$ cat src/common/riscv_m_pkg.sv
// RISC-V M extension definitions
// word widths, funct3 encodings and the two decoded views of the op field
package riscv_m_pkg;

    localparam int XLEN       = 32;
    localparam int REG_ADDR_W = 5;

    typedef logic [XLEN-1:0]       xlen_t;
    typedef logic [REG_ADDR_W-1:0] reg_addr_t;

    // funct3 under OP with funct7 = 0000001
    localparam logic [2:0] F3_MUL    = 3'b000;
    localparam logic [2:0] F3_MULH   = 3'b001;
    localparam logic [2:0] F3_MULHSU = 3'b010;
    localparam logic [2:0] F3_MULHU  = 3'b011;
    localparam logic [2:0] F3_DIV    = 3'b100;
    localparam logic [2:0] F3_DIVU   = 3'b101;
    localparam logic [2:0] F3_REM    = 3'b110;
    localparam logic [2:0] F3_REMU   = 3'b111;

    // multiply kind, low two bits of funct3
    localparam logic [1:0] MUL_KIND_LO  = 2'b00;
    localparam logic [1:0] MUL_KIND_HSS = 2'b01;
    localparam logic [1:0] MUL_KIND_HSU = 2'b10;
    localparam logic [1:0] MUL_KIND_HUU = 2'b11;

    // multiply side: high/sign kind
    typedef struct packed {
        logic       is_div;
        logic [1:0] kind;
    } mul_view_t;

    // divide side: bit 1 picks remainder, bit 0 unsigned
    typedef struct packed {
        logic is_div;
        logic is_rem;
        logic is_unsigned;
    } div_view_t;

    typedef union packed {
        mul_view_t mul;
        div_view_t div;
    } muldiv_op_u;

endpackage

$ cat src/common/muldiv_pkg.sv
// multiply/divide block traffic
// request, unit command, unit status and register write-back records
package muldiv_pkg;

    // decoded M instruction from the pipeline
    typedef struct packed {
        logic                    valid;
        riscv_m_pkg::muldiv_op_u op;
        riscv_m_pkg::xlen_t      rs1;
        riscv_m_pkg::xlen_t      rs2;
        riscv_m_pkg::reg_addr_t  rd;
    } muldiv_req_t;

    // controller to unit
    typedef struct packed {
        logic                    start;
        riscv_m_pkg::muldiv_op_u op;
        riscv_m_pkg::xlen_t      a;
        riscv_m_pkg::xlen_t      b;
        riscv_m_pkg::reg_addr_t  rd;
    } unit_cmd_t;

    // unit to controller, result and rd valid with ready
    typedef struct packed {
        logic                   busy;
        logic                   ready;
        riscv_m_pkg::xlen_t     result;
        riscv_m_pkg::reg_addr_t rd;
    } unit_rsp_t;

    // register file write port
    typedef struct packed {
        logic                   we;
        riscv_m_pkg::reg_addr_t waddr;
        riscv_m_pkg::xlen_t     wdata;
    } wb_t;

endpackage

$ cat src/muldiv/mul_unit.sv
`timescale 1ns/1ns

// iterative shift-add multiplier for MUL, MULH, MULHSU and MULHU
module mul_unit #(
    parameter int MUL_BITS_PER_CYCLE = 2
) (
    input  logic                  clk,
    input  logic                  rst_n_i,
    input  muldiv_pkg::unit_cmd_t cmd_i,
    output muldiv_pkg::unit_rsp_t rsp_o
);

    localparam int XLEN  = riscv_m_pkg::XLEN;
    localparam int STEPS = XLEN / MUL_BITS_PER_CYCLE;
    localparam int CNT_W = $clog2(STEPS);

    logic                    busy_q;
    logic                    ready_q;
    logic [CNT_W-1:0]        cnt_q;
    riscv_m_pkg::muldiv_op_u op_q;
    riscv_m_pkg::reg_addr_t  rd_q;
    logic [2*XLEN-1:0]       acc_q;
    logic [2*XLEN-1:0]       mcand_q;
    logic [XLEN-1:0]         mplier_q;

    logic                    accept;
    logic                    a_signed;
    logic                    b_signed;
    logic [2*XLEN-1:0]       a_ext;
    logic [2*XLEN-1:0]       acc_init;
    logic [2*XLEN-1:0]       partial;

    if (MUL_BITS_PER_CYCLE != 1 && MUL_BITS_PER_CYCLE != 2 &&
        MUL_BITS_PER_CYCLE != 4) begin : g_bad_bits
        $error("MUL_BITS_PER_CYCLE must be 1, 2 or 4");
    end

    assign accept   = cmd_i.start & ~busy_q & ~ready_q;
    assign a_signed = (cmd_i.op.mul.kind == riscv_m_pkg::MUL_KIND_HSS) |
                      (cmd_i.op.mul.kind == riscv_m_pkg::MUL_KIND_HSU);
    assign b_signed = (cmd_i.op.mul.kind == riscv_m_pkg::MUL_KIND_HSS);
    assign a_ext    = {{XLEN{a_signed & cmd_i.a[XLEN-1]}}, cmd_i.a};

    // only the low XLEN multiplier bits are iterated
    // a signed negative b weighs its top bit as -2^XLEN, so preload that term
    always_comb begin
        acc_init = '0;
        if (b_signed && cmd_i.b[XLEN-1]) begin
            acc_init = acc_init - {a_ext[XLEN-1:0], {XLEN{1'b0}}};
        end
    end

    // partial product of this step's multiplier digit
    always_comb begin
        partial = '0;
        for (int i = 0; i < MUL_BITS_PER_CYCLE; i++) begin
            if (mplier_q[i]) begin
                partial = partial + (mcand_q << i);
            end
        end
    end

    always_ff @(posedge clk) begin
        if (!rst_n_i) begin
            busy_q  <= 1'b0;
            ready_q <= 1'b0;
            cnt_q   <= '0;
        end else begin
            ready_q <= busy_q && (cnt_q == '0);
            if (accept) begin
                busy_q <= 1'b1;
                cnt_q  <= CNT_W'(STEPS - 1);
            end else if (busy_q) begin
                cnt_q <= cnt_q - 1'b1;
                if (cnt_q == '0) begin
                    busy_q <= 1'b0;
                end
            end
        end
    end

    always_ff @(posedge clk) begin
        if (accept) begin
            op_q     <= cmd_i.op;
            rd_q     <= cmd_i.rd;
            acc_q    <= acc_init;
            mcand_q  <= a_ext;
            mplier_q <= cmd_i.b;
        end else if (busy_q) begin
            acc_q    <= acc_q + partial;
            mcand_q  <= mcand_q << MUL_BITS_PER_CYCLE;
            mplier_q <= mplier_q >> MUL_BITS_PER_CYCLE;
        end
    end

    assign rsp_o.busy   = busy_q;
    assign rsp_o.ready  = ready_q;
    // MUL takes the low word, the three high forms the upper one
    assign rsp_o.result = (op_q.mul.kind == riscv_m_pkg::MUL_KIND_LO) ?
                          acc_q[XLEN-1:0] : acc_q[2*XLEN-1:XLEN];
    assign rsp_o.rd     = rd_q;

    // ready comes only right after a busy stretch
    a_ready_after_busy: assert property (@(posedge clk) disable iff (!rst_n_i)
        rsp_o.ready |-> !rsp_o.busy && $past(rsp_o.busy))
        else $error("multiplier ready outside its slot");

endmodule

$ cat src/muldiv/div_unit.sv
`timescale 1ns/1ns

// iterative restoring divider for DIV, DIVU, REM and REMU
// divide by zero and signed overflow finish without iterating
module div_unit (
    input  logic                  clk,
    input  logic                  rst_n_i,
    input  muldiv_pkg::unit_cmd_t cmd_i,
    output muldiv_pkg::unit_rsp_t rsp_o
);

    localparam int XLEN  = riscv_m_pkg::XLEN;
    localparam int CNT_W = $clog2(XLEN);

    logic                   busy_q;
    logic                   ready_q;
    logic                   skip_q;
    logic [CNT_W-1:0]       cnt_q;
    riscv_m_pkg::reg_addr_t rd_q;
    logic                   is_rem_q;
    logic                   quo_neg_q;
    logic                   rem_neg_q;
    riscv_m_pkg::xlen_t     quo_q;
    riscv_m_pkg::xlen_t     rem_q;
    riscv_m_pkg::xlen_t     dsor_q;

    logic                   accept;
    logic                   op_signed;
    logic                   a_neg;
    logic                   b_neg;
    logic                   div_zero;
    logic                   overflow;
    riscv_m_pkg::xlen_t     a_abs;
    riscv_m_pkg::xlen_t     b_abs;
    logic [XLEN:0]          rem_sh;
    logic [XLEN:0]          diff;
    riscv_m_pkg::xlen_t     quo_fix;
    riscv_m_pkg::xlen_t     rem_fix;

    assign accept    = cmd_i.start & ~busy_q & ~ready_q;
    assign op_signed = ~cmd_i.op.div.is_unsigned;
    assign a_neg     = op_signed & cmd_i.a[XLEN-1];
    assign b_neg     = op_signed & cmd_i.b[XLEN-1];
    assign a_abs     = a_neg ? (~cmd_i.a + 1'b1) : cmd_i.a;
    assign b_abs     = b_neg ? (~cmd_i.b + 1'b1) : cmd_i.b;
    assign div_zero  = (cmd_i.b == '0);
    // most negative over minus one
    assign overflow  = op_signed & (cmd_i.a == {1'b1, {(XLEN-1){1'b0}}}) & (&cmd_i.b);

    // shift next dividend bit into the partial remainder and trial subtract
    assign rem_sh = {rem_q, quo_q[XLEN-1]};
    assign diff   = rem_sh - {1'b0, dsor_q};

    always_ff @(posedge clk) begin
        if (!rst_n_i) begin
            busy_q  <= 1'b0;
            ready_q <= 1'b0;
            skip_q  <= 1'b0;
            cnt_q   <= '0;
        end else begin
            ready_q <= busy_q && (cnt_q == '0);
            if (accept) begin
                busy_q <= 1'b1;
                skip_q <= div_zero | overflow;
                cnt_q  <= (div_zero | overflow) ? '0 : CNT_W'(XLEN - 1);
            end else if (busy_q) begin
                cnt_q <= cnt_q - 1'b1;
                if (cnt_q == '0) begin
                    busy_q <= 1'b0;
                end
            end
        end
    end

    always_ff @(posedge clk) begin
        if (accept) begin
            rd_q     <= cmd_i.rd;
            is_rem_q <= cmd_i.op.div.is_rem;
            dsor_q   <= b_abs;
            if (div_zero) begin
                // quotient all ones, remainder is the dividend
                quo_q     <= '1;
                rem_q     <= cmd_i.a;
                quo_neg_q <= 1'b0;
                rem_neg_q <= 1'b0;
            end else if (overflow) begin
                quo_q     <= cmd_i.a;
                rem_q     <= '0;
                quo_neg_q <= 1'b0;
                rem_neg_q <= 1'b0;
            end else begin
                quo_q     <= a_abs;
                rem_q     <= '0;
                quo_neg_q <= a_neg ^ b_neg;
                // remainder follows the dividend sign
                rem_neg_q <= a_neg;
            end
        end else if (busy_q && !skip_q) begin
            // negative trial restores the shifted remainder
            rem_q <= diff[XLEN] ? rem_sh[XLEN-1:0] : diff[XLEN-1:0];
            quo_q <= {quo_q[XLEN-2:0], ~diff[XLEN]};
        end
    end

    assign quo_fix = quo_neg_q ? (~quo_q + 1'b1) : quo_q;
    assign rem_fix = rem_neg_q ? (~rem_q + 1'b1) : rem_q;

    assign rsp_o.busy   = busy_q;
    assign rsp_o.ready  = ready_q;
    assign rsp_o.result = is_rem_q ? rem_fix : quo_fix;
    assign rsp_o.rd     = rd_q;

    // ready comes only right after a busy stretch
    a_ready_after_busy: assert property (@(posedge clk) disable iff (!rst_n_i)
        rsp_o.ready |-> !rsp_o.busy && $past(rsp_o.busy))
        else $error("divider ready outside its slot");

endmodule

$ cat src/muldiv/muldiv_ctrl.sv
`timescale 1ns/1ns

// multiply/divide controller
// starts the selected unit, holds the pipeline and merges both result paths
module muldiv_ctrl (
    input  logic                    clk,
    input  logic                    rst_n_i,
    input  muldiv_pkg::muldiv_req_t req_i,
    input  logic                    int_assert_i,
    input  muldiv_pkg::unit_rsp_t   mul_rsp_i,
    input  muldiv_pkg::unit_rsp_t   div_rsp_i,
    output muldiv_pkg::unit_cmd_t   mul_cmd_o,
    output muldiv_pkg::unit_cmd_t   div_cmd_o,
    output logic                    hold_o,
    output muldiv_pkg::wb_t         wb_o
);

    logic any_busy;
    logic sel_div;
    logic can_start;

    assign any_busy  = mul_rsp_i.busy | div_rsp_i.busy;
    assign sel_div   = req_i.op.div.is_div;
    // interrupt only blocks new work
    assign can_start = req_i.valid & ~int_assert_i;

    always_comb begin
        // operands fan out to both units, start picks one
        mul_cmd_o.start = 1'b0;
        mul_cmd_o.op    = req_i.op;
        mul_cmd_o.a     = req_i.rs1;
        mul_cmd_o.b     = req_i.rs2;
        mul_cmd_o.rd    = req_i.rd;

        div_cmd_o.start = 1'b0;
        div_cmd_o.op    = req_i.op;
        div_cmd_o.a     = req_i.rs1;
        div_cmd_o.b     = req_i.rs2;
        div_cmd_o.rd    = req_i.rd;

        hold_o     = 1'b0;
        wb_o.we    = 1'b0;
        wb_o.waddr = '0;
        wb_o.wdata = '0;

        if (any_busy) begin
            // unit running, keep the pipeline parked
            hold_o = 1'b1;
        end else if (div_rsp_i.ready) begin
            wb_o.we    = 1'b1;
            wb_o.waddr = div_rsp_i.rd;
            wb_o.wdata = div_rsp_i.result;
        end else if (mul_rsp_i.ready) begin
            wb_o.we    = 1'b1;
            wb_o.waddr = mul_rsp_i.rd;
            wb_o.wdata = mul_rsp_i.result;
        end else if (can_start) begin
            // both units idle here
            hold_o = 1'b1;
            if (sel_div) begin
                div_cmd_o.start = 1'b1;
            end else begin
                mul_cmd_o.start = 1'b1;
            end
        end
    end

    // a start only reaches an idle unit
    a_start_idle: assert property (@(posedge clk) disable iff (!rst_n_i)
        !(mul_cmd_o.start && (mul_rsp_i.busy || mul_rsp_i.ready)) &&
        !(div_cmd_o.start && (div_rsp_i.busy || div_rsp_i.ready)))
        else $error("start raised toward a unit that is not idle");

    // one unit at a time
    a_single_start: assert property (@(posedge clk) disable iff (!rst_n_i)
        !(mul_cmd_o.start && div_cmd_o.start))
        else $error("both units started in one cycle");

    // write-back always releases the pipeline
    a_wb_no_hold: assert property (@(posedge clk) disable iff (!rst_n_i)
        !(wb_o.we && hold_o))
        else $error("write-back while holding the pipeline");

endmodule

$ cat src/verilog/muldiv_top.sv
`timescale 1ns/1ns

// M extension execute block
// controller plus iterative multiplier and divider
module muldiv_top #(
    parameter int MUL_BITS_PER_CYCLE = 2
) (
    input  logic                    clk,
    input  logic                    rst_n_i,
    input  muldiv_pkg::muldiv_req_t req_i,
    input  logic                    int_assert_i,
    output logic                    hold_o,
    output muldiv_pkg::wb_t         wb_o
);

    muldiv_pkg::unit_cmd_t mul_cmd;
    muldiv_pkg::unit_cmd_t div_cmd;
    muldiv_pkg::unit_rsp_t mul_rsp;
    muldiv_pkg::unit_rsp_t div_rsp;

    muldiv_ctrl u_ctrl (
        .clk          (clk),
        .rst_n_i      (rst_n_i),
        .req_i        (req_i),
        .int_assert_i (int_assert_i),
        .mul_rsp_i    (mul_rsp),
        .div_rsp_i    (div_rsp),
        .mul_cmd_o    (mul_cmd),
        .div_cmd_o    (div_cmd),
        .hold_o       (hold_o),
        .wb_o         (wb_o)
    );

    mul_unit #(
        .MUL_BITS_PER_CYCLE (MUL_BITS_PER_CYCLE)
    ) u_mul (
        .clk     (clk),
        .rst_n_i (rst_n_i),
        .cmd_i   (mul_cmd),
        .rsp_o   (mul_rsp)
    );

    div_unit u_div (
        .clk     (clk),
        .rst_n_i (rst_n_i),
        .cmd_i   (div_cmd),
        .rsp_o   (div_rsp)
    );

endmodule

$ cat config.mk
export PLATFORM = sky130hd
export DESIGN_NAME = muldiv_top
export DESIGN_NICKNAME = d
export VERILOG_FILES = /design/src/common/riscv_m_pkg.sv /design/src/common/muldiv_pkg.sv /design/src/muldiv/mul_unit.sv /design/src/muldiv/div_unit.sv /design/src/muldiv/muldiv_ctrl.sv /design/src/verilog/muldiv_top.sv
export SDC_FILE = /design/constraint.sdc
export NUM_CORES = 1
export LEC_CHECK = 0
export BUFFER_PORTS_ARGS = -buffer_cell sky130_fd_sc_hd__buf_2
export CAP_MARGIN = 10
export CORE_MARGIN = 2
export CORE_UTILIZATION = 30
export CTS_BUF_LIST = sky130_fd_sc_hd__clkbuf_4 sky130_fd_sc_hd__clkbuf_8
export DETAILED_ROUTE_END_ITERATION = 10
export HOLD_SLACK_MARGIN = 0.06
export MAX_ROUTING_LAYER = met4
export PLACE_DENSITY = 0.55
export SYNTH_ARGS = -nofsm -noshare
export SYNTH_HDL_FRONTEND = slang
export SYNTH_HIERARCHICAL = 1
export SYNTH_SLANG_ARGS = --single-unit
$ cat constraint.sdc
create_clock -name clk -period 14.1 [get_ports clk]
set_input_delay 0 -clock clk [delete_from_list [all_inputs] [get_ports clk]]
set_output_delay 0 -clock clk [all_outputs]
set_load 0.01 [all_outputs]
==> impl_metrics.json <==
{
  "syn_to_final_growth_pct": 8.86,
  "fin_setup_tns_ns": 0,
  "cp_slowest_cell": "buf_4",
  "worst_pin_slew_ns": 1.10,
  "mostFrequentLayoutCells": "nand2_1 (531), edfxtp_1 (271), a21oi_1 (268), nor2_1 (222), o21ai_0 (182)",
  "placed_cells": 4545,
  "synth_cells": 3495,
  "layoutNonFillerInstCount": 4748,
  "ff2ff_path_depth": 24,
  "cts_tree": "built",
  "rsz0062_at_grt": "false",
  "drt_pass1_iterations": 6,
  "drive_gt1_frac": 0.104,
  "post_cts_buffers": 0,
  "ios": 115,
  "r2r-end": "u_mul/acc_q[57]$_DFFE_PP_",
  "antenna_found_initial": 9,
  "power.density_nw_per_um2": 116,
  "slew_headroom": 0.261,
  "start_kind": "flip-flop",
  "clkLatencyLatePin_ns": 0.75,
  "htree_levels": 2,
  "r2r_setup_slack_ns": 6.64,
  "final_util": 0.329,
  "r2r_start": "u_mul/mplier_q[0]$_DFFE_PP_",
  "fmax_mhz": 134,
  "start_util": 0.302,
  "nFillCells": 10104,
  "seqCellArea_um2": 8420,
  "die_x_um": 313,
  "coreArea_um2": 94700,
  "grt_pass1_vias": 23799,
  "dp_hpwl_um": 71800,
  "grt_first_pass_wirelength_um": 145000,
  "final_nets": 3654,
  "path_class": "flip-flop to flip-flop",
  "cpPeakStageDelay_ns": 0.57,
  "finalWeightedCongestion": 0.961,
  "drcViolationCount": 0,
  "critPathBufInv": 3,
  "cp-end-kind": "flip-flop",
  "hp-start": "req_i[23]",
  "finalCriticalPeriod_ns": 7.46,
  "cts-root-buf": "clkbuf_8",
  "clk_pin_slew_ns": 0.06,
  "mostFrequentLayoutCell": "nand2_1",
  "multi_input_area_um2": 17800,
  "critPathRequiredTime_ns": 14.56,
  "via_per_inst": 5.39,
  "cts_buffer_depth": 3,
  "hold_path.class": "input pin to flip-flop",
  "ir_drop_mv": 0.0750,
  "drt-total-wl_um": 95400,
  "port_buffers": 114,
  "hold_violations": 0,
  "ctsResizeCount": 0,
  "cts_inserted_buffers": 58,
  "syn_area_um2": 28600,
  "syn_nets": 3719,
  "yosysWarnings": 6,
  "fp.dieH_um": 313,
  "setup_viol": 0,
  "path_cells": "buf_4, buf_4, and2_1, ha_1, a41oi_2, inv_1, maj3_2, a221oi_2, o31ai_4, a221o_2, a21oi_1, xnor2_1, mux2_2, ha_1, a21oi_1, o21ai_0, a21o_1, a21o_1, a221o_1, a21o_1, a21oi_1, nor2_1, or4_1, a32o_1",
  "p_leak_nw": 12.0,
  "drv_cap": 0,
  "rows": 113,
  "finalClockSkew_ns": 0.0807,
  "cts-hold-fix-buffers": 89,
  "dieArea_um2": 97800,
  "arrival_ns": 7.92,
  "clock-sinks": 285,
  "syn_avg_cell_area_um2": 8.18,
  "drtIter0Drc": 2376,
  "cp_top_family": "compound AO/OA/AOI/OAI gates",
  "grt_max_degree": 116,
  "wl_per_cell_um": 20.1,
  "overflow": 0,
  "grtUsageTotal": 0.194,
  "finalMaxSlewViolations": 0,
  "worstPathMaxFanout": 74,
  "status": "complete, no violations",
  "holdPathEnd": "u_mul/mplier_q[18]$_DFFE_PP_",
  "fin_crit_sh": 0.529,
  "hold_depth": 4,
  "num_vias": 25588,
  "ant_nets": 0
}
-- flip-flops by register name (all words and copies together), names as in the netlist, 2 cells and up --
signal / flops
u_div/cnt_q: 5
u_mul/op_q: 2
u_mul/acc_q: 64
u_div/quo_q: 32
u_div/rem_q: 32
u_mul/mplier_q: 32
u_mul/rd_q: 5
u_mul/mcand_q: 64
u_div/dsor_q: 32
u_div/rd_q: 5
u_mul/cnt_q: 4
-- area by class of cell --
cell class                 instances  area share
multi-input combinational       2747       0.572
sequential                       285       0.270
timing repair buffer             227      0.0531
tap                             1265      0.0508
clock buffer                      77      0.0306
inverter                         111      0.0135
clock inverter                    28     0.00852
antenna                            8    0.000643
-- layer usage --
metal  part of all wire  vias up  GRT usage
met5                  0        -          -
met4              0.020        0     0.0439
met3              0.065      107     0.0271
met2               0.44      790      0.289
met1               0.48    12311      0.277
li1                   -    12380          -
-- per-stage QoR --
stage	power, mW	worst slack (ns)	area [µm²]	hold slack [ns]
global route	3.82	6.10	31100	0.131
detailed placement	2.63	6.76	29000	0.198
CTS	3.61	6.73	31100	0.0688
floorplan	2.28	7.13	28600	0.114
finish	3.61	6.64	31100	0.126
global placement	2.63	6.82	29000	0.192
-- report_power, final --
part	switching [mW]	internal, mW
clock network	0.434	0.517
registers	0.114	1.08
logic	0.875	0.582
-- worst min-delay path, stage by stage --
cell and delay [ns]:
dlygate4sd3_1 0.51, buf_2 0.14, nand2_1 0.06, nand2_1 0.05
-- how the worst max path moves through the flow --
stage	endpoint	from	depth (start not counted)
after global routing	u_mul/acc_q[54]$_DFFE_PP_	u_mul/mplier_q[0]$_DFFE_PP_	23
after floorplan	u_mul/acc_q[57]$_DFFE_PP_	u_mul/mplier_q[0]$_DFFE_PP_	31
after detailed placement	u_mul/acc_q[57]$_DFFE_PP_	u_mul/mplier_q[0]$_DFFE_PP_	24
final	u_mul/acc_q[57]$_DFFE_PP_	u_mul/mplier_q[0]$_DFFE_PP_	24
after CTS	u_mul/acc_q[57]$_DFFE_PP_	u_mul/mplier_q[0]$_DFFE_PP_	24
after global placement	u_mul/acc_q[57]$_DFFE_PP_	u_mul/mplier_q[0]$_DFFE_PP_	25
No activity file was read; power rests on OpenSTA's default activity.
